**config.mk**
```make
export PLATFORM = sky130hd
export DESIGN_NAME = lsu_flat
export DESIGN_NICKNAME = d
export VERILOG_FILES = /design/src/logic/lsu_pkg.sv /design/src/logic/mem_bus_if.sv /design/src/logic/lsu.sv /design/src/flat_wrapper.sv
export SDC_FILE = /design/constraint.sdc
export NUM_CORES = 1
export LEC_CHECK = 0
export ABC_AREA = 1
export BUFFER_PORTS_ARGS = -buffer_cell sky130_fd_sc_hd__buf_4
export CORE_MARGIN = 2
export CORE_UTILIZATION = 40
export CTS_CLUSTER_DIAMETER = 80
export CTS_CLUSTER_SIZE = 25
export DETAILED_ROUTE_END_ITERATION = 8
export MAX_ROUTING_LAYER = met4
export PLACE_DENSITY = 0.68
export SETUP_SLACK_MARGIN = 0.02
export SLEW_MARGIN = 10
export SYNTH_ARGS = -nofsm -noshare
export SYNTH_HDL_FRONTEND = slang
export SYNTH_SLANG_ARGS = --single-unit
export TNS_END_PERCENT = 100
```
**constraint.sdc**
```tcl
create_clock -name clk -period 14.8 [get_ports clk]
set_input_delay 1.48 -clock clk [delete_from_list [all_inputs] [get_ports clk]]
set_output_delay 1.48 -clock clk [all_outputs]
set_load 0.005 [all_outputs]
```
**src/logic/lsu_pkg.sv**
```systemverilog
`default_nettype none

package lsu_pkg;

    localparam int ADDR_W = 32;
    localparam int DATA_W = 32;
    localparam int STRB_W = DATA_W / 8;

    // same encoding as the core's mask field
    typedef enum logic [1:0] {
        SIZE_NONE = 2'b00,
        SIZE_BYTE = 2'b01,
        SIZE_HALF = 2'b10,
        SIZE_WORD = 2'b11
    } access_size_e;

    typedef enum logic [1:0] {
        RESP_OKAY  = 2'b00,
        RESP_ERROR = 2'b10  // slverr code
    } resp_e;

    // one bus word seen whole, as halfwords or as bytes
    typedef union packed {
        logic [DATA_W-1:0]   word;
        logic [1:0][15:0]    halves;
        logic [STRB_W-1:0][7:0] bytes;
    } mem_word_u;

    localparam logic [ADDR_W-1:0] SRAM_BASE   = 32'h8000_0000;
    localparam logic [ADDR_W-1:0] CLINT_BASE  = 32'h0200_0000;
    localparam logic [ADDR_W-1:0] CLINT_BYTES = 32'd8;  // mtime lo, mtime hi

endpackage

`default_nettype wire

```
**src/logic/mem_bus_if.sv**
```systemverilog
`default_nettype none

interface mem_bus_if import lsu_pkg::*; ();

    logic              arvalid;
    logic              arready;
    logic [ADDR_W-1:0] araddr;

    logic              rvalid;
    logic              rready;
    logic [DATA_W-1:0] rdata;
    resp_e             rresp;

    logic              awvalid;
    logic              awready;
    logic [ADDR_W-1:0] awaddr;

    logic              wvalid;
    logic              wready;
    logic [DATA_W-1:0] wdata;
    logic [STRB_W-1:0] wstrb;

    logic              bvalid;
    logic              bready;
    resp_e             bresp;

    modport master (
        output arvalid, araddr, input arready,
        input rvalid, rdata, rresp, output rready,
        output awvalid, awaddr, input awready,
        output wvalid, wdata, wstrb, input wready,
        input bvalid, bresp, output bready
    );

    modport slave (
        input arvalid, araddr, output arready,
        output rvalid, rdata, rresp, input rready,
        input awvalid, awaddr, output awready,
        input wvalid, wdata, wstrb, output wready,
        output bvalid, bresp, input bready
    );

endinterface

`default_nettype wire

```
**src/logic/lsu.sv**
```systemverilog
`default_nettype none

module lsu import lsu_pkg::*; (
    input  wire logic              clk,
    input  wire logic              reset,
    input  wire logic              req,
    input  wire logic              ren,
    input  wire logic              wen,
    input  wire logic              sign,
    input  wire access_size_e      size,
    input  wire logic [ADDR_W-1:0] addr,
    input  wire logic [DATA_W-1:0] wdata,
    output      logic [DATA_W-1:0] rdata,
    output      logic              done,
    output      logic              err,
    mem_bus_if.master              bus
);

    logic              arvalid_q;
    logic              awvalid_q;
    logic              wvalid_q;
    logic              busy;

    logic [STRB_W-1:0] strb_next;
    logic [DATA_W-1:0] lane_next;

    logic [ADDR_W-1:0] addr_q;
    access_size_e      size_q;
    logic              sign_q;
    logic [DATA_W-1:0] wdata_q;
    logic [STRB_W-1:0] wstrb_q;
    mem_word_u         rword_q;

    logic [7:0]        byte_sel;
    logic [15:0]       half_sel;

    logic              start;

    assign start = req && !busy;  // requests while busy are dropped

    // halfword lanes follow addr[1] only, addr[0] is ignored
    always_comb begin
        case (size)
            SIZE_BYTE: begin
                strb_next = 4'b0001 << addr[1:0];
                lane_next = wdata << {addr[1:0], 3'b000};
            end
            SIZE_HALF: begin
                strb_next = addr[1] ? 4'b1100 : 4'b0011;
                lane_next = wdata << {addr[1], 4'b0000};
            end
            SIZE_WORD: begin
                strb_next = 4'b1111;
                lane_next = wdata;
            end
            default: begin
                strb_next = 4'b0000;
                lane_next = wdata;
            end
        endcase
    end

    always_ff @(posedge clk) begin
        if (reset) begin
            arvalid_q <= 1'b0;
            awvalid_q <= 1'b0;
            wvalid_q  <= 1'b0;
            busy      <= 1'b0;
            done      <= 1'b0;
            err       <= 1'b0;
        end else begin
            done <= 1'b0;
            if (start) begin
                if (ren) begin
                    arvalid_q <= 1'b1;
                    busy      <= 1'b1;
                end else if (wen) begin
                    awvalid_q <= 1'b1;
                    wvalid_q  <= 1'b1;
                    busy      <= 1'b1;
                end else begin
                    done <= 1'b1;  // nothing to do, answer at once
                    err  <= 1'b0;
                end
            end
            if (arvalid_q && bus.arready) arvalid_q <= 1'b0;
            if (awvalid_q && bus.awready) awvalid_q <= 1'b0;
            if (wvalid_q && bus.wready)   wvalid_q  <= 1'b0;
            if (bus.rvalid && bus.rready) begin
                done <= 1'b1;
                err  <= (bus.rresp != RESP_OKAY);
                busy <= 1'b0;
            end
            if (bus.bvalid && bus.bready) begin
                done <= 1'b1;
                err  <= (bus.bresp != RESP_OKAY);
                busy <= 1'b0;
            end
        end
    end

    always_ff @(posedge clk) begin
        if (start) begin
            addr_q  <= addr;
            size_q  <= size;
            sign_q  <= sign;
            wdata_q <= lane_next;
            wstrb_q <= strb_next;
            rword_q <= '0;  // stores and no-ops read back zero
        end
        if (bus.rvalid && bus.rready) rword_q <= bus.rdata;
    end

    assign bus.arvalid = arvalid_q;
    assign bus.araddr  = addr_q;
    assign bus.awvalid = awvalid_q;
    assign bus.awaddr  = addr_q;
    assign bus.wvalid  = wvalid_q;
    assign bus.wdata   = wdata_q;
    assign bus.wstrb   = wstrb_q;
    assign bus.rready  = 1'b1;
    assign bus.bready  = 1'b1;

    assign byte_sel = rword_q.bytes[addr_q[1:0]];
    assign half_sel = rword_q.halves[addr_q[1]];

    always_comb begin
        case (size_q)
            SIZE_BYTE: rdata = {{24{byte_sel[7] & sign_q}}, byte_sel};
            SIZE_HALF: rdata = {{16{half_sel[15] & sign_q}}, half_sel};
            SIZE_WORD: rdata = rword_q.word;
            default:   rdata = '0;
        endcase
    end

endmodule

`default_nettype wire

```
**src/flat_wrapper.sv**
```systemverilog
// flat-port wrapper written by rule: the top's interface ports become plain ports
module lsu_flat import lsu_pkg::*;
  (clk, reset, req, ren, wen, sign, size, addr, wdata, rdata, done, err, bus_arvalid, bus_araddr, bus_arready, bus_rvalid, bus_rdata, bus_rresp, bus_rready, bus_awvalid, bus_awaddr, bus_awready, bus_wvalid, bus_wdata, bus_wstrb, bus_wready, bus_bvalid, bus_bresp, bus_bready);
  mem_bus_if bus_i ();
  input  wire logic clk;
  input  wire logic reset;
  input  wire logic req;
  input  wire logic ren;
  input  wire logic wen;
  input  wire logic sign;
  input  wire access_size_e size;
  input  wire logic [ADDR_W-1:0] addr;
  input  wire logic [DATA_W-1:0] wdata;
  output      logic [DATA_W-1:0] rdata;
  output      logic done;
  output      logic err;
  output wire logic [$bits(bus_i.arvalid)-1:0] bus_arvalid;
  output wire logic [$bits(bus_i.araddr)-1:0] bus_araddr;
  input wire logic [$bits(bus_i.arready)-1:0] bus_arready;
  input wire logic [$bits(bus_i.rvalid)-1:0] bus_rvalid;
  input wire logic [$bits(bus_i.rdata)-1:0] bus_rdata;
  input wire logic [$bits(bus_i.rresp)-1:0] bus_rresp;
  output wire logic [$bits(bus_i.rready)-1:0] bus_rready;
  output wire logic [$bits(bus_i.awvalid)-1:0] bus_awvalid;
  output wire logic [$bits(bus_i.awaddr)-1:0] bus_awaddr;
  input wire logic [$bits(bus_i.awready)-1:0] bus_awready;
  output wire logic [$bits(bus_i.wvalid)-1:0] bus_wvalid;
  output wire logic [$bits(bus_i.wdata)-1:0] bus_wdata;
  output wire logic [$bits(bus_i.wstrb)-1:0] bus_wstrb;
  input wire logic [$bits(bus_i.wready)-1:0] bus_wready;
  input wire logic [$bits(bus_i.bvalid)-1:0] bus_bvalid;
  input wire logic [$bits(bus_i.bresp)-1:0] bus_bresp;
  output wire logic [$bits(bus_i.bready)-1:0] bus_bready;
  assign bus_arvalid = bus_i.arvalid;
  assign bus_araddr = bus_i.araddr;
  assign bus_i.arready = bus_arready;
  assign bus_i.rvalid = bus_rvalid;
  assign bus_i.rdata = bus_rdata;
  assign bus_i.rresp = bus_rresp;
  assign bus_rready = bus_i.rready;
  assign bus_awvalid = bus_i.awvalid;
  assign bus_awaddr = bus_i.awaddr;
  assign bus_i.awready = bus_awready;
  assign bus_wvalid = bus_i.wvalid;
  assign bus_wdata = bus_i.wdata;
  assign bus_wstrb = bus_i.wstrb;
  assign bus_i.wready = bus_wready;
  assign bus_i.bvalid = bus_bvalid;
  assign bus_i.bresp = bus_bresp;
  assign bus_bready = bus_i.bready;
  lsu u_core (.clk(clk), .reset(reset), .req(req), .ren(ren), .wen(wen), .sign(sign), .size(size), .addr(addr), .wdata(wdata), .rdata(rdata), .done(done), .err(err), .bus(bus_i));
endmodule
```
Word level (Yosys, flattened, before mapping)
Cells that the tools add are included.
{ "totals": {"register_bits": 109, "input_bits": 113, "out_inout_bits": 139, "elab_cells": 68} }
{ "classes": {"order_cmp": 2, "eq_ne": 8, "shifts": 3, "muxes": 22, "bitwise_logic": 3, "n_reduce_logical": 18} }
{ "op_table": {"columns": ["cell", "count"], "rows": [
  ["$pmux 32 s3", 1],
  ["$mux 32", 2],
  ["$pmux 32 s2", 1],
  ["$shl 32x5->32", 2],
  ["$mux 16", 2],
  ["$bmux 8 s2", 1],
  ["$mux 1", 12],
  ["$pmux 4 s3", 1],
  ["$eq 2x2->1 const B", 4],
  ["$mux 8", 1],
  ["$reduce_bool 2->1", 4],
  ["$ne 3x1->1 const B", 2],
  ["$reduce_and 3->1", 2],
  ["$reduce_or 2->1", 3],
  ["$eq 2x1->1 const B", 2],
  ["$logic_and 1x1->1", 4],
  ["$mux 4", 1],
  ["$reduce_and 2->1", 2],
  ["$shl 1x2->4 const A", 1],
  ["$lt 2x3->1 const B", 1],
  ["$reduce_bool 3->1", 1],
  ["$reduce_or 3->1", 1],
  ["$and 1x1->1", 2],
  ["$lt 1x2->1 const B", 1],
  ["2 further kinds", 2]
]} }

Longest topological paths before layout
{ "depth": {"depth_word": 5, "mapped_depth": 10, "mapped_depth_nobuf": 9} }

Worst setup path before layout
OpenSTA, ideal clock, no wires.
{ "synth_timing": {"path_kind": "input to register", "startpoint": "input req", "endpoint": "register u_core.rword_q[0] in the netlist's numbering, enable pin", "setup_ps": 375, "arrival_ps": 5450, "required_ps": 14425, "setup_slack_ps": 8975, "path_stages": 3, "path_buffers": 0, "path_cell_list": "inv_1 -> nor2_1 -> or2_2"} }
{ "synth_via": {"elab_chain_cells": 2} }
{ "synth_rtl": {"columns": ["element", "line", "text"], "rows": [
  ["from (decl)", "flat_wrapper.sv:7", "input wire logic req;"],
  ["$logic_and 1x1->1", "lsu.sv:39", "assign start = req && !busy;"],
  ["named net u_core.start", "lsu.sv:37", "logic start;"],
  ["$reduce_bool 2->1 (no line)", null, null],
  ["to (signal assigned)", "lsu.sv:111", "if (bus.rvalid && bus.rready) rword_q <= bus.rdata;"],
  ["to (decl)", "lsu.sv:32", "mem_word_u rword_q;"]
]} }
The timed path passes the listed nets, and every way through them passes these cells.
A chain may end at the register's enable or synchronous reset.

Worst setup path after layout
{ "layout_timing": {"startpoint": "register u_core.addr_q[1], in the netlist u_core.bus.araddr[1]", "endpoint": "output rdata[24]"} }
{ "layout_via": {"elab_chain_cells": 4, "word_cells_on_any_way": 7, "classes_between": "mux: 5; bitwise: 2"} }
{ "layout_rtl": {"columns": ["element", "line", "text"], "rows": [
  ["from (decl)", "lsu.sv:27", "logic [ADDR_W-1:0] addr_q;"],
  ["from (signal assigned)", "lsu.sv:104", "addr_q <= addr;"],
  ["$bmux 8 s2 or $mux 16 (tied branches)", "lsu.sv:124, lsu.sv:125", null],
  ["$mux 8 (implied by the code) or $mux 16 (tied branches)", "lsu.sv:124, lsu.sv:125", null],
  ["$and 1x1->1 (on tied branches)", "lsu.sv:129, lsu.sv:130", null],
  ["$pmux 32 s3 *", "lsu.sv:128", "case (size_q)"],
  ["to (decl)", "flat_wrapper.sv:14", "output logic [DATA_W-1:0] rdata;"]
]} }
Every way passes the cells marked *; elsewhere a longest branch is shown, timed or not. The select of a mux whose other input is x is not followed.

==> flow_summary.ini <==
[die]
start_util_pct = 41.2
coreArea_mm2 = 0.0133
die_w_um = 121
fp-row-count = 42
dieHeight_um = 121
io_pins = 252
dieArea_mm2 = 0.0147

[yosys]
yosysWarnings = 0
ys_seq_area_share_pct = 58.4
syn_area_per_cell_um2 = 8.68
synth_area_mm2 = 0.00551
yosysUniqueCellTypes = 28
synthCells = 634
synth-seq-cells = 109

[finish]
finish.utilization_pct = 56.7
final_common_cell = buf_4
fillers = 1253
multi_input_area_mm2 = 0.00155
diodes = 0
drive_above_1_share_pct = 32.3
layout.cells.non_filler = 1027
finalNetCount = 963
regArea_mm2 = 0.00321
areaGrowthSynthToFinish_pct = 37.4
fin_area_mm2 = 0.00756
final_cell_mix = buf_4 (250), nand2_1 (240), inv_1 (105)

[critical_path]
crit_path_end_kind = output pin
cpMaxStageDelayCell = edfxtp_1
regToRegSetupSlack_ns = 12.50
rr_worst_depth = 3
start_kind = flip-flop
timing.rr.end = u_core.rword_q[20]$_SDFFCE_PN0P_
cp_max_fo = 26
path_class = flip-flop to output pin
cp.arrival_ns = 2.51
cp_common_cell = nand2_1
r2r_start = u_core.busy$_SDFFE_PP0P_
max_stage_delay_ns = 0.90
path_buf_inv = 2
cp_top_family = flip-flops
crit_chain = inv_2 -> nand2_1 -> nand2_1 -> nand2_1 -> nand2_1 -> nand2_2 -> nand2_1 -> buf_4
required_ns = 13.32

[worst_hold_path]
hp-class = flip-flop to flip-flop
min-delay-start = u_core.bus.wvalid$_SDFFE_PP0P_
holdPathStages = 2
min_to = u_core.bus.wvalid$_SDFFE_PP0P_

[timing]
tightest_slew_ns = 0.936
grt_setup_unrepaired = no
skew_ns = 0.00938
period_share_pct = 26.9
hold_viol_final = 0
setup_ws_ns = 10.81
slew_violations = 0
fin_crit_ns = 3.99
setup_tns_ns = 0
setup_viol = 0
maxSlewHeadroom_pct = 37.6
fmax_ghz = 0.251

[routing]
wl_per_cell_um = 13.8
antenna_left = 0
post-route-drc-count = 0
drtPass1Iterations = 5
drt-total-wl_um = 14200
drt-vias-per-instance = 4.54
drtIter0Drc = 243
via_count = 4660

[placed_design]
place_area_mm2 = 0.00727
port_buffers = 249
place.gp.congestion = 0.875
place_inst = 1011
dp_slack_ns = 11.19
hpwlAfterDp_um = 10600

[global_routing]
overflow = 0
grt_max_degree = 75
grt_pass1_vias = 4239
grt_first_pass_wirelength_um = 21100
gr-usage-all-layers_pct = 19.5
antenna_found_initial = 0

[clocking]
h-tree-depth = 3
clk_pin_slew_ns = 0.07
cts_buffers = 9
ctsResizeCount = 0
postCtsSetupRepairBufs = 0
cts_hold_buf = 0
cts_tree = done
clk_latency_ns = 0.36
clock_path_buffers = 2
cts-root-buf = clkbuf_16
numClockSinks = 109

[pwr]
intPower_mw = 0.551
p_seq_share_pct = 50.6
p_switching_mw = 0.195
power_density_mw_per_mm2 = 98.5
leakage_nw = 4.00
p_clk_share_pct = 31.7
pwr-share-comb_pct = 17.7
switching_share_pct = 26.1
irDropWorstVdd_v = 0.0000556

[job]
cap_violations = 0

[run_status]
status = finished, final reports clean
## through the flow
step | power [mW] | hold slack (ns)
detailed placement | 0.517 | 0.460
global route | 0.782 | 0.484
CTS | 0.752 | 0.470
finish | 0.745 | 0.463
floorplan | 0.442 | 0.455
global placement | 0.515 | 0.454
## power by group through the flow
stage	Combinational, mW	Clock, mW	Sequential, mW
floorplan	0.0594	0	0.383
global placement	0.131	0	0.383
detailed placement	0.133	0	0.383
CTS	0.133	0.242	0.377
global route	0.147	0.255	0.379
finish	0.132	0.236	0.377
## cell usage after synthesis, drive strengths merged
cell | count | area share, %
a22oi | 1 | 0.14
nand2 | 242 | 17
edfxtp | 103 | 56
a21oi | 17 | 1.5
conb | 1 | 0.068
clkbuf | 8 | 0.57
nand3b | 1 | 0.14
ha | 4 | 0.91
buf | 42 | 5.7
nor2 | 47 | 3.4
o21ai | 25 | 2.3
nand3 | 25 | 2.5
inv | 107 | 7.3
or2 | 1 | 0.11
nor3 | 1 | 0.091
nand4 | 1 | 0.11
clkinv | 1 | 0.068
dfxtp | 6 | 2.2
o21a | 1 | 0.14
## worst max-delay path by stage
| stage | start | end | slack (ns) | cells past startpoint |
|---|---|---|---|---|
| final | u_core.bus.araddr[1]$_DFFE_PP_ | rdata[24] | 10.81 | 8 |
| after global routing | u_core.bus.araddr[1]$_DFFE_PP_ | rdata[24] | 10.58 | 8 |
| after CTS | u_core.bus.araddr[1]$_DFFE_PP_ | rdata[24] | 10.81 | 8 |
| after detailed placement | req | u_core.rword_q[11]$_SDFFCE_PN0P_ | 11.19 | 5 |
| after global placement | req | u_core.rword_q[19]$_SDFFCE_PN0P_ | 11.21 | 5 |
| after floorplan | req | u_core.rword_q[0]$_SDFFCE_PN0P_ | 8.98 | 3 |
## layer usage
layer / track usage [%] / wire (um) / vias up
met5: - / 0 / -
met4: 6.03 / 165 / 0
met3: 5.17 / 1090 / 13
met2: 30.9 / 6920 / 165
met1: 24.6 / 5980 / 2124
li1: - / - / 2358
## tightest hold or removal path, stage by stage, from the launching register on
cell and delay [ns]:
dfxtp_1 0.32, inv_1 0.05, a21oi_1 0.05
## state kept, by name, summed over array words and instances, names as in the netlist
| signal | count |
|---|---|
| u_core.bus.awvalid | 1 |
| u_core.bus.wstrb | 4 |
| u_core.rword_q | 32 |
| u_core.bus.wdata | 32 |
| u_core.done | 1 |
| u_core.sign_q | 1 |
| u_core.busy | 1 |
| u_core.size_q | 2 |
| u_core.bus.arvalid | 1 |
| u_core.err | 1 |
| u_core.bus.araddr | 32 |
| u_core.bus.wvalid | 1 |
## cells by family after synthesis
group	Yosys count	synth area share, %
AND/OR/NAND/NOR	318	22.9
buffers and inverters	158	13.6
flip-flops	109	58.4
AO/OA/AOI/OAI	44	4.09
adder cells (fa/ha/maj)	4	0.909
other	1	0.0681
## cell type report
cell class,instances,area share [%]
clock buffers,9,2.98
clock inverters,7,0.910
multi-input cells,368,20.5
well taps,176,2.91
flip-flops and latches,109,42.5
inverters,108,5.36
repair buffers,250,24.8
Power figures use the tool's default switching activity.
