File: src/logic/lsu_pkg.sv
`default_nettype none

package lsu_pkg;

    localparam int ADDR_W = 32;
    localparam int DATA_W = 32;
    localparam int STRB_W = DATA_W / 8;

    // same encoding as the core's mask field
    typedef enum logic [1:0] {
        SIZE_NONE = 2'b00,
        SIZE_BYTE = 2'b01,
        SIZE_HALF = 2'b10,
        SIZE_WORD = 2'b11
    } access_size_e;

    typedef enum logic [1:0] {
        RESP_OKAY  = 2'b00,
        RESP_ERROR = 2'b10  // slverr code
    } resp_e;

    // one bus word seen whole, as halfwords or as bytes
    typedef union packed {
        logic [DATA_W-1:0]   word;
        logic [1:0][15:0]    halves;
        logic [STRB_W-1:0][7:0] bytes;
    } mem_word_u;

    localparam logic [ADDR_W-1:0] SRAM_BASE   = 32'h8000_0000;
    localparam logic [ADDR_W-1:0] CLINT_BASE  = 32'h0200_0000;
    localparam logic [ADDR_W-1:0] CLINT_BYTES = 32'd8;  // mtime lo, mtime hi

endpackage

`default_nettype wire

File: src/logic/mem_bus_if.sv
`default_nettype none

interface mem_bus_if import lsu_pkg::*; ();

    logic              arvalid;
    logic              arready;
    logic [ADDR_W-1:0] araddr;

    logic              rvalid;
    logic              rready;
    logic [DATA_W-1:0] rdata;
    resp_e             rresp;

    logic              awvalid;
    logic              awready;
    logic [ADDR_W-1:0] awaddr;

    logic              wvalid;
    logic              wready;
    logic [DATA_W-1:0] wdata;
    logic [STRB_W-1:0] wstrb;

    logic              bvalid;
    logic              bready;
    resp_e             bresp;

    modport master (
        output arvalid, araddr, input arready,
        input rvalid, rdata, rresp, output rready,
        output awvalid, awaddr, input awready,
        output wvalid, wdata, wstrb, input wready,
        input bvalid, bresp, output bready
    );

    modport slave (
        input arvalid, araddr, output arready,
        output rvalid, rdata, rresp, input rready,
        input awvalid, awaddr, output awready,
        input wvalid, wdata, wstrb, output wready,
        output bvalid, bresp, input bready
    );

endinterface

`default_nettype wire

File: src/logic/clint_timer.sv
`default_nettype none

module clint_timer import lsu_pkg::*; (
    input wire logic clk,
    input wire logic reset,
    mem_bus_if.slave bus
);

    logic [63:0]       mtime;
    logic [DATA_W-1:0] rdata_q;
    logic              rvalid_q, bvalid_q;
    logic              rd_fire, wr_fire;

    assign bus.arready = !rvalid_q;
    assign bus.awready = bus.wvalid && !bvalid_q;
    assign bus.wready  = bus.awvalid && !bvalid_q;

    assign rd_fire = bus.arvalid && bus.arready;
    assign wr_fire = bus.awvalid && bus.awready;

    always_ff @(posedge clk) begin
        if (reset) begin
            mtime    <= '0;
            rvalid_q <= 1'b0;
            bvalid_q <= 1'b0;
        end else begin
            mtime <= mtime + 64'd1;
            if (rvalid_q && bus.rready) rvalid_q <= 1'b0;
            if (bvalid_q && bus.bready) bvalid_q <= 1'b0;
            if (rd_fire) rvalid_q <= 1'b1;
            if (wr_fire) bvalid_q <= 1'b1;  // write is refused
        end
    end

    always_ff @(posedge clk) begin
        if (rd_fire) rdata_q <= bus.araddr[2] ? mtime[63:32] : mtime[31:0];
    end

    assign bus.rvalid = rvalid_q;
    assign bus.rdata  = rdata_q;
    assign bus.rresp  = RESP_OKAY;
    assign bus.bvalid = bvalid_q;
    assign bus.bresp  = RESP_ERROR;  // mtime is read-only

endmodule

`default_nettype wire

File: src/flat_wrapper.sv
// flat-port wrapper written by rule: the top's interface ports become plain ports
module clint_timer_flat import lsu_pkg::*;
  (clk, reset, bus_arvalid, bus_araddr, bus_arready, bus_rvalid, bus_rdata, bus_rresp, bus_rready, bus_awvalid, bus_awaddr, bus_awready, bus_wvalid, bus_wdata, bus_wstrb, bus_wready, bus_bvalid, bus_bresp, bus_bready);
  mem_bus_if bus_i ();
  input wire logic clk;
  input wire logic reset;
  input wire logic [$bits(bus_i.arvalid)-1:0] bus_arvalid;
  input wire logic [$bits(bus_i.araddr)-1:0] bus_araddr;
  output wire logic [$bits(bus_i.arready)-1:0] bus_arready;
  output wire logic [$bits(bus_i.rvalid)-1:0] bus_rvalid;
  output wire logic [$bits(bus_i.rdata)-1:0] bus_rdata;
  output wire logic [$bits(bus_i.rresp)-1:0] bus_rresp;
  input wire logic [$bits(bus_i.rready)-1:0] bus_rready;
  input wire logic [$bits(bus_i.awvalid)-1:0] bus_awvalid;
  input wire logic [$bits(bus_i.awaddr)-1:0] bus_awaddr;
  output wire logic [$bits(bus_i.awready)-1:0] bus_awready;
  input wire logic [$bits(bus_i.wvalid)-1:0] bus_wvalid;
  input wire logic [$bits(bus_i.wdata)-1:0] bus_wdata;
  input wire logic [$bits(bus_i.wstrb)-1:0] bus_wstrb;
  output wire logic [$bits(bus_i.wready)-1:0] bus_wready;
  output wire logic [$bits(bus_i.bvalid)-1:0] bus_bvalid;
  output wire logic [$bits(bus_i.bresp)-1:0] bus_bresp;
  input wire logic [$bits(bus_i.bready)-1:0] bus_bready;
  assign bus_i.arvalid = bus_arvalid;
  assign bus_i.araddr = bus_araddr;
  assign bus_arready = bus_i.arready;
  assign bus_rvalid = bus_i.rvalid;
  assign bus_rdata = bus_i.rdata;
  assign bus_rresp = bus_i.rresp;
  assign bus_i.rready = bus_rready;
  assign bus_i.awvalid = bus_awvalid;
  assign bus_i.awaddr = bus_awaddr;
  assign bus_awready = bus_i.awready;
  assign bus_i.wvalid = bus_wvalid;
  assign bus_i.wdata = bus_wdata;
  assign bus_i.wstrb = bus_wstrb;
  assign bus_wready = bus_i.wready;
  assign bus_bvalid = bus_i.bvalid;
  assign bus_bresp = bus_i.bresp;
  assign bus_i.bready = bus_bready;
  clint_timer u_core (.clk(clk), .reset(reset), .bus(bus_i));
endmodule
File: config.mk
export PLATFORM = sky130hd
export DESIGN_NAME = clint_timer_flat
export DESIGN_NICKNAME = d
export VERILOG_FILES = /design/src/logic/lsu_pkg.sv /design/src/logic/mem_bus_if.sv /design/src/logic/clint_timer.sv /design/src/flat_wrapper.sv
export SDC_FILE = /design/constraint.sdc
export NUM_CORES = 1
export LEC_CHECK = 0
export BUFFER_PORTS_ARGS = -buffer_cell sky130_fd_sc_hd__clkbuf_2
export CAP_MARGIN = 20
export CORE_MARGIN = 2
export CORE_UTILIZATION = 45
export DETAILED_ROUTE_END_ITERATION = 8
export PLACE_DENSITY = 0.74
export SYNTH_ARGS = -nofsm -noshare
export SYNTH_HDL_FRONTEND = slang
export SYNTH_SLANG_ARGS = --single-unit
File: constraint.sdc
create_clock -name clk -period 2.3 [get_ports clk]
set_clock_uncertainty 0.05 [all_clocks]
set_input_delay 0.23 -clock clk [delete_from_list [all_inputs] [get_ports clk]]
set_output_delay 0.23 -clock clk [all_outputs]
set_load 0.02 [all_outputs]
======== Yosys cells after proc, flatten, opt, wreduce, memory -nomap -nowiden ========
Index checks and enable logic that the tools add are counted.
Widths: inputs -> output; s select.
cells by class
  add/subtract/negate cells ............... 1
  mux-type cells .......................... 5
  reductions and logical operators ........ 10
operators by type and width
  kind                   number
  $add 64x1->64 const B  1
  $mux 32                1
  $logic_and 1x1->1      6
  $mux 1                 4
  $reduce_bool 2->1      2
  $logic_not 1->1        2
word-level totals
  flip-flop bits (word level) ............. 98
  input bits .............................. 107
  logic and storage cells ................. 20

======== Logic depth before layout (Yosys ltp) ========
Gate-level depths: netlist of run 1.
  depth after elaboration ................. 4
  mapped depth ............................ 7
  mapped depth without buffers ............ 6

======== Worst setup path before layout of run 1 ========
No wires, ideal clock.
  path kind ............................... reg2reg
  start ................................... register u_core.rvalid_q (netlist: u_core.bus.rvalid)
  end ..................................... register u_core.rdata_q[0] (netlist: u_core.bus.rdata[0]) (enable)
  library setup time ...................... 0.424 ns
  data arrival time ....................... 1.864 ns
  required time ........................... 1.826 ns
  setup slack ............................. -0.039 ns
  cell stages (with the launch flop) ...... 2
  path buffers ............................ 0
  clock period less this slack ............ 2.339 ns
  cell sequence ........................... dfxtp_1 > nor2b_1
between the ends
  cells in the longest elaborated chain, start to end .. 2
RTL lines
  item                    line               RTL
  start, declared         clint_timer.sv:11  logic rvalid_q, bvalid_q;
  start signal, assigned  clint_timer.sv:24  rvalid_q <= 1'b0;
  start signal, assigned  clint_timer.sv:28  if (rvalid_q && bus.rready) rvalid_q <= 1'b0;
  start signal, assigned  clint_timer.sv:30  if (rd_fire) rvalid_q <= 1'b1;
  $logic_not 1->1         clint_timer.sv:14  assign bus.arready = !rvalid_q;
  $logic_and 1x1->1       clint_timer.sv:18  assign rd_fire = bus.arvalid && bus.arready;
  via u_core.rd_fire      clint_timer.sv:12  logic rd_fire, wr_fire;
  end signal, assigned    clint_timer.sv:36  if (rd_fire) rdata_q <= bus.araddr[2] ? mtime[63:32] : mtime[31:0];
  end, declared           clint_timer.sv:10  logic [DATA_W-1:0] rdata_q;
The timed path passes the listed nets, and every way through them passes these cells.
A chain may end at the register's enable or synchronous reset.

======== Worst setup path after layout of run 1 ========
  start ................................... register u_core.mtime[19]
  end ..................................... register u_core.mtime[57]
between the ends
  cells in the longest elaborated chain, start to end .. 1
RTL lines
  item                    line               RTL
  start, declared         clint_timer.sv:9   logic [63:0] mtime;
  start signal, assigned  clint_timer.sv:27  mtime <= mtime + 64'd1;
  $add 64x1->64           clint_timer.sv:27
No other way between the ends.

==> impl_metrics.ini, run 1 <==
[final_layout]
syn2layout_area_growth_pct = 15.1
filler_cell_count = 919
diodes = 0
layout-drive-gt1-share_pct = 27.5
final-seq-area_um2 = 2290
fin_nets = 612
final_core_util_pct = 53.4
multiInputGateArea_um2 = 2160

[place]
place_hpwl_um = 6760
dp_slack_ns = 0.0707
port_buffers = 44
gp_congestion = 0.857

[setup_path]
cp_slowest_stage_delay_ns = 0.45
worstPathArrival_ns = 2.45
cp-start-kind = flip-flop
crit_type = flip-flop to flip-flop
required_ns = 2.55
critPathSlowestCell = dfxtp_1
crit_path_end_kind = flip-flop
cpMostUsedCell = buf_4
path_cells = nand4_4 > nor4_4 > buf_4 > nand4_2 > buf_4 > or3_1 > a21oi_1
critPathMaxFanout = 6

[synth]
ys_seq_area_share_pct = 50.1
synth_warnings = 0
synth.avg_cell_area_um2 = 10.4
synthCells = 440
ys_top_cells_by_count = dfxtp_1 (66), nor2_1 (50), edfxtp_1 (32)
yosysUniqueCellTypes = 40
synth_edf_count = 32
synth-seq-cells = 98
synth-main-ff-cell = dfxtp_1
syn_area_um2 = 4550
synthArstFlopShare_pct = 0
synth_top_area_cell = dfxtp_1
synthTopCellsByArea = dfxtp_1 (29%), edfxtp_1 (21%), mux2_2 (7.4%)
synthMostInstantiatedCell = dfxtp_1
synth_top_area_share_pct = 29.0

[global_routing]
grt.total_usage_pct = 18.7
grt_antenna_before_repair = 0
grt_first_pass_wirelength_um = 16500
grt_max_degree = 67
grt_pass1_vias = 3350
grt_overflow = 0

[timing]
whs_ns = 0.0530
relSlewSlack_pct = 42.5
rsz0062_at_grt = false
post-route-period-util_pct = 95.7
finalMaxSlewViolations = 0
fin_ws_ns = 0.0999
clock.fmax_ghz = 0.455
final-setup-viol-count = 0
tightest_slew_ns = 0.863
hold_violations = 0
final.min_clock_period_ns = 2.20
finalSetupTns_ns = 0

[power]
switching_share_pct = 24.2
p_sw_w = 0.000723
p_seq_share_pct = 61.5
power_w = 0.00298
p_int_w = 0.00226
p_per_area_nw_per_um2 = 569
ir_worst_vdd_mv = 0.268
combPwrFrac_pct = 5.7
p_leak_nw = 1.98
power.share.clock_pct = 32.9

[die]
io_pins = 148
die_area_um2 = 10900
initial_utilization_pct = 46.4
rows = 36
die_y_um = 105
core_area_um2 = 9820
fp.dieW_um = 105

[worst_hold_path]
worstHoldPathType = input pin to flip-flop

[outcome]
status = finished, final reports clean

[clock_tree]
root_buffer = clkbuf_8
clock-sinks = 98
clk_latency_ns = 0.37
htree_levels = 3
cts_buffer_depth = 2
cts_tree = yes
clk_pin_slew_ns = 0.10
numCtsBuffers = 9

[route]
routed.top_layer = met4
met1_length_um = 4520
route.met2.wl_um = 4800
drt_iter0_drc = 114
routed_via_density = 5.42
drcViolationCount = 0
wl_per_cell_um = 15.3
firstDrtPassIters = 4
dr_total_vias = 3481
antenna_left = 0
wl_um = 9850
met3WireLength_um = 378

[job]
cap_violations = 0
[repair_timing]
action / in CTS / in global routing
hold endpoints to repair: 1 / 0
hold buffers: 1 / 0
resized for setup: 0 / 8
buffers inserted: 0 / 1
endpoints found under the setup margin: 0 / 8
[routing by layer]
layer,track usage [%],up-vias
li1,-,1719
met4,6.86,0
met2,30.8,73
met1,24.3,1676
met3,3.87,13
met5,0,-
[final cells by class]
| type | instances | share of cell area (%) |
|---|---|---|
| clock inverters | 5 | 0.621 |
| repair buffers | 71 | 8.35 |
| multi-input cells | 317 | 41.2 |
| well taps | 133 | 3.17 |
| flip-flops and latches | 98 | 43.7 |
| inverters | 7 | 0.501 |
| clock buffers | 11 | 2.51 |
[flip-flops by register name (all words and copies together), names as in the netlist]
signal / count
u_core.bus.bvalid: 1
u_core.bus.rdata: 32
u_core.bus.rvalid: 1
u_core.mtime: 64
[critical path, delay by kind of cell (launching register included)]
family                 cells  cell delay (ns)
AOI/OAI and AO/OA          1             0.15
DFF                        1             0.45
buffers and inverters      2             0.38
and+or+nand+nor            4             1.10
[cell families (layout without fill, tap and decap cells)]
kind of cell               Yosys count  count (layout)  share of synthesized area (%)
and+or+nand+nor                    192             192                           25.5
other                                2               4                          0.165
DFF                                 98              98                           50.1
muxes                               30              30                           7.42
buffers and inverters               27              94                           3.10
AOI/OAI and AO/OA                   52              52                           6.15
adders and majority gates            1               1                          0.275
xor gates and xnor gates            38              38                           7.31
[cell usage in the layout (no fill, tap or decap), types with 20 or more instances in the layout]
cell,count
nor2_1,50
edfxtp_1,32
dfxtp_1,61
buf_4,25
nand3_1,20
a21oi_1,25
clkbuf_2,44
mux2_2,30
nand2_1,28
xor2_1,24
[final timing paths]
check              startpoint           endpoint  slack [ns]  cells past startpoint
max reg2reg  u_core.mtime[19]   u_core.mtime[57]         0.1                      7
min               bus_awvalid  u_core.bus.bvalid        0.05                      3
min reg2reg   u_core.mtime[0]    u_core.mtime[0]        0.44                      1
max          u_core.mtime[19]   u_core.mtime[57]         0.1                      7
[through the flow]
stage                     instance area (um2)  std cells
after floorplan                          4560        442
after global placement                   5040        624
final                                    5240        642
after detailed placement                 5040        624
after CTS                                5210        641
after global routing                     5240        642
[power by group through the flow]
stage	clock network [W]	logic, W	registers, W
detailed placement	0	0.000170	0.00187
floorplan	0	0.0000778	0.00191
CTS	0.000996	0.000172	0.00183
global route	0.00106	0.000183	0.00184
global placement	0	0.000168	0.00187
finish	0.000980	0.000169	0.00183
No activity file was read; power rests on OpenSTA's default activity.
==> run 2: changes to the inputs <==
--- a/config.mk
+++ b/config.mk
@@ -6,11 +6,13 @@
 export NUM_CORES = 1
 export LEC_CHECK = 0
 export BUFFER_PORTS_ARGS = -buffer_cell sky130_fd_sc_hd__clkbuf_2
-export CAP_MARGIN = 20
+export CAP_MARGIN = 10
 export CORE_MARGIN = 2
 export CORE_UTILIZATION = 45
 export DETAILED_ROUTE_END_ITERATION = 8
+export MAX_ROUTING_LAYER = met4
 export PLACE_DENSITY = 0.74
+export SLEW_MARGIN = 5
 export SYNTH_ARGS = -nofsm -noshare
 export SYNTH_HDL_FRONTEND = slang
 export SYNTH_SLANG_ARGS = --single-unit
==> run 2 against run 1 <==
Net effect:
- worst setup slack improved by 0.0035 ns
- clock power fell by 0.6%
- worst hold slack improved by 0.0034 ns
- register-to-register slack barely moved
- via count rose by 0.23%
- sequential share of layout area did not move
- sequential power barely moved
- flip-flop and latch count did not move
- critical path depth did not move
==> impl_metrics.ini, run 2 (same netlist as run 1, synthesis figures left out) <==
[die]
io_pins = 148
rows = 36
core_area_um2 = 9820
initial_utilization_pct = 46.4
die_area_um2 = 10900
fp.dieW_um = 105
die_y_um = 105

[setup_path]
r2r_slack_ns = 0.10
cp-start-kind = flip-flop
cp_slowest_stage_delay_ns = 0.45
cp_num_buf_inv = 2
reg2reg_from = u_core.mtime[19]
crit_type = flip-flop to flip-flop
crit_cells = 7
cp-endpoint = u_core.mtime[57]
worstPathArrival_ns = 2.44
r2r_cells = 7
cp-startpoint = u_core.mtime[19]
path_delay_family = simple AND/OR/NAND/NOR gates
required_ns = 2.54
cpMostUsedCell = buf_4
crit_path_end_kind = flip-flop
path_cells = nand4_4 > nor4_4 > buf_4 > nand4_2 > buf_4 > or3_1 > a21oi_1
critPathSlowestCell = dfxtp_1
critPathMaxFanout = 6
r2r-end = u_core.mtime[57]

[timing]
clock.fmax_ghz = 0.455
post-route-period-util_pct = 95.5
finalSetupTns_ns = 0
tightest_slew_ns = 0.881
hold_violations = 0
final-setup-viol-count = 0
rsz0062_at_grt = false
final.min_clock_period_ns = 2.20
fin_ws_ns = 0.103
finalMaxSlewViolations = 0
relSlewSlack_pct = 41.2

[route]
drcViolationCount = 0
routed_via_density = 5.43
wl_per_cell_um = 15.2
dr_total_vias = 3489
firstDrtPassIters = 4
antenna_left = 0
drt_iter0_drc = 128
wl_um = 9780

[global_routing]
grt_pass1_vias = 3361
grt_first_pass_wirelength_um = 16400
grt_overflow = 0
grt_max_degree = 67
grt.total_usage_pct = 19.2
grt_antenna_before_repair = 0

[place]
gp_congestion = 0.871
port_buffers = 44
dp_slack_ns = 0.0707
place_hpwl_um = 6760

[final_layout]
layout_common_cells = dfxtp_1 (61), nor2_1 (50), clkbuf_2 (44), edfxtp_1 (32), mux2_2 (30)
diodes = 0
filler_cell_count = 919
layout_commonest_cell = dfxtp_1
top_register = u_core.mtime
layout-drive-gt1-share_pct = 27.5
largest_register_ffs = 64
final_core_util_pct = 53.4
fin_nets = 612
syn2layout_area_growth_pct = 15.1

[outcome]
status = finished, final reports clean

[clock_tree]
clock-sinks = 98
htree_levels = 3
clk_pin_slew_ns = 0.10
numCtsBuffers = 9
clk_latency_ns = 0.37
cts_buffer_depth = 2
cts_tree = yes
root_buffer = clkbuf_8

[worst_hold_path]
worstHoldPathType = input pin to flip-flop

[power]
p_leak_nw = 1.98
ir_worst_vdd_mv = 0.268
p_per_area_nw_per_um2 = 568

[job]
cap_violations = 0
run 2: metrics by stage:
| step | area, um2 | power, W | instances | hold WS, ns |
|---|---|---|---|---|
| after floorplan | 4560 | 0.00199 | 442 | 0.279 |
| final | 5240 | 0.00298 | 642 | 0.0564 |
| after global placement | 5040 | 0.00204 | 624 | 0.366 |
| after CTS | 5210 | 0.00300 | 641 | 0.0470 |
| after detailed placement | 5040 | 0.00204 | 624 | 0.376 |
| after global routing | 5240 | 0.00308 | 642 | 0.0637 |
run 2: what timing repair did:
| item | 4_1_cts | 5_1_grt |
|---|---|---|
| hold buffers | 1 | 0 |
| setup buffers | 0 | 1 |
| hold endpoints to repair | 1 | 0 |
| setup endpoints to repair | 0 | 8 |
| resized for setup | 0 | 8 |
run 2: layout make-up:
class / instances / area, um2 / area share, %
clock buffer: 11 / 131 / 2.51
clock inverter: 5 / 32.5 / 0.621
inverter: 7 / 26.3 / 0.501
multi-input combinational: 317 / 2160 / 41.2
sequential: 98 / 2290 / 43.7
tap: 133 / 166 / 3.17
timing repair buffer: 71 / 438 / 8.35
run 2: worst register-to-register path, cell delays in order (launching register included):
cell	delay, ns
dfxtp_1	0.45
nand4_4	0.19
nor4_4	0.45
buf_4	0.18
nand4_2	0.12
buf_4	0.20
or3_1	0.34
a21oi_1	0.15
run 2: report_power, final:
group / switching [W] / internal (W) / leakage, nW / total, W
combinational: 0.000118 / 0.0000515 / 1.05 / 0.000169
clock: 0.000584 / 0.000390 / 0.0753 / 0.000974
sequential: 0.0000158 / 0.00182 / 0.854 / 0.00183
total: 0.000718 / 0.00226 / 1.98 / 0.00298
run 2: worst min-delay path by stage:
stage	startpoint	endpoint	slack, ns	depth (start not counted)
final	bus_awvalid	u_core.bus.bvalid	0.06	3
after global routing	bus_awvalid	u_core.bus.bvalid	0.06	3
after CTS	bus_awvalid	u_core.bus.bvalid	0.05	3
after detailed placement	bus_rready	u_core.bus.rvalid	0.38	2
after global placement	bus_rready	u_core.bus.rvalid	0.37	2
after floorplan	bus_rready	u_core.bus.rvalid	0.28	1
run 2: metal layers:
layer	wire length (um)	vias up	GRT usage, %
met5	0	-	-
met1	4360	1676	24.1
li1	-	1723	-
met4	128	0	6.86
met2	4810	77	31.0
met3	475	13	3.87
==> run 3: changes to the inputs <==
--- a/config.mk
+++ b/config.mk
@@ -9,6 +9,8 @@
 export CAP_MARGIN = 10
 export CORE_MARGIN = 2
 export CORE_UTILIZATION = 45
+export CTS_BUF_LIST = sky130_fd_sc_hd__clkbuf_4 sky130_fd_sc_hd__clkbuf_8
+export CTS_CLUSTER_SIZE = 10
 export DETAILED_ROUTE_END_ITERATION = 8
 export MAX_ROUTING_LAYER = met4
 export PLACE_DENSITY = 0.74
==> run 3 against run 2 <==
Net effect:
- cell count did not move
- sequential power barely moved
- critical path depth did not move
- worst setup slack got worse by 0.0049 ns
- die area did not move
- final area barely moved
- routed wire length rose by 0.37%
- total power rose by 1.1%
- clock-buffer cell count did not move
- critical path type unchanged
==> impl_metrics.ini, run 3 (same netlist as run 1, synthesis figures left out) <==
[timing]
relSlewSlack_pct = 42.5
finalMaxSlewViolations = 0
rsz0062_at_grt = true
clock.fmax_ghz = 0.454
final.min_clock_period_ns = 2.20
tightest_slew_ns = 0.863
post-route-period-util_pct = 95.7
final-setup-viol-count = 0
hold_violations = 0

[clock_tree]
clock-sinks = 98
clk_latency_ns = 0.38
root_buffer = clkbuf_8
htree_levels = 3
cts_buffer_depth = 2
cts_tree = yes
numCtsBuffers = 9
clk_pin_slew_ns = 0.10

[setup_path]
required_ns = 2.56
worstPathArrival_ns = 2.46
critPathMaxFanout = 6
crit_type = flip-flop to flip-flop
cp-start-kind = flip-flop
crit_path_end_kind = flip-flop

[final_layout]
layout_commonest_cell = dfxtp_1
layout_common_cells = dfxtp_1 (62), nor2_1 (50), clkbuf_2 (44), edfxtp_1 (32), mux2_2 (30)
syn2layout_area_growth_pct = 15.1
fin_cells = 642
largest_register_ffs = 64
diodes = 0
top_register = u_core.mtime
filler_cell_count = 916
layout-drive-gt1-share_pct = 27.7
fin_nets = 612

[route]
routed_via_density = 5.40
firstDrtPassIters = 4
drt_iter0_drc = 116
wl_um = 9820
dr_total_vias = 3470
antenna_left = 0
wl_per_cell_um = 15.3
drcViolationCount = 0

[global_routing]
grt_overflow = 0
grt.total_usage_pct = 19.2
grt_pass1_vias = 3361
grt_antenna_before_repair = 0
grt_first_pass_wirelength_um = 16500
grt_max_degree = 67

[outcome]
status = finished, final reports clean

[die]
die_y_um = 105
die_area_um2 = 10900
core_area_um2 = 9820
initial_utilization_pct = 46.4
io_pins = 148
rows = 36
fp.dieW_um = 105

[job]
cap_violations = 0

[worst_hold_path]
worstHoldPathType = input pin to flip-flop

[power]
p_leak_nw = 1.99
ir_worst_vdd_mv = 0.271
p_per_area_nw_per_um2 = 575
power_w = 0.00301

[place]
port_buffers = 44
gp_congestion = 0.871
place_hpwl_um = 6760
dp.cells = 624
run 3: per-stage QoR:
step	setup TNS, ns	setup slack, ns	utilization (%)	hold WS [ns]	instance area, um2
detailed placement	0	0.0707	51.3	0.376	5040
CTS	0	0.0580	53.1	0.0451	5220
global route	-0.00987	-0.00987	53.4	0.0609	5240
floorplan	0	0.181	-	0.279	4560
finish	0	0.0984	53.4	0.0442	5240
global placement	0	0.162	51.3	0.366	5040
run 3: critical path: stages (launching register included):
cell	delay [ns]
dfxtp_1	0.44
nand4_4	0.20
nor4_4	0.45
buf_4	0.18
nand4_2	0.12
buf_4	0.20
or3_1	0.34
a21oi_1	0.15
run 3: path summary, 6_finish.rpt:
kind / endpoint / from / slack [ns] / cells past startpoint
worst min-delay path: u_core.bus.bvalid / bus_awvalid / 0.04 / 3
worst min register to register: u_core.mtime[0] / u_core.mtime[0] / 0.44 / 1
worst max register to register: u_core.mtime[57] / u_core.mtime[18] / 0.1 / 7
worst max-delay path: u_core.mtime[57] / u_core.mtime[18] / 0.1 / 7
run 3: layer usage:
| layer | global-route usage (%) | wire [um] | vias to the layer above |
|---|---|---|---|
| met3 | 3.87 | 443 | 15 |
| met5 | - | 0 | - |
| met2 | 31.0 | 4750 | 82 |
| li1 | - | - | 1723 |
| met1 | 24.1 | 4430 | 1650 |
| met4 | 6.86 | 192 | 0 |
run 3: report_power, final:
group | leakage (nW) | internal (W) | switching (W)
sequential | 0.853 | 0.00182 | 0.0000157
clock | 0.0822 | 0.000414 | 0.000595
combinational | 1.05 | 0.0000514 | 0.000118
run 3: cell type report:
cell class	count	area [um2]	share of cell area, %
inverter	7	26.3	0.501
timing repair buffer	71	438	8.36
multi-input combinational	317	2150	41.1
tap	133	166	3.17
sequential	98	2290	43.6
clock inverter	5	32.5	0.621
clock buffer	11	139	2.65
run 3: timing repair:
item / 4_1_cts / 5_1_grt
resized for setup: 0 / 6
endpoints found under the setup margin: 0 / 9
buffers inserted: 0 / 1
endpoints found under the hold margin: 1 / 0
hold buffers: 1 / 0
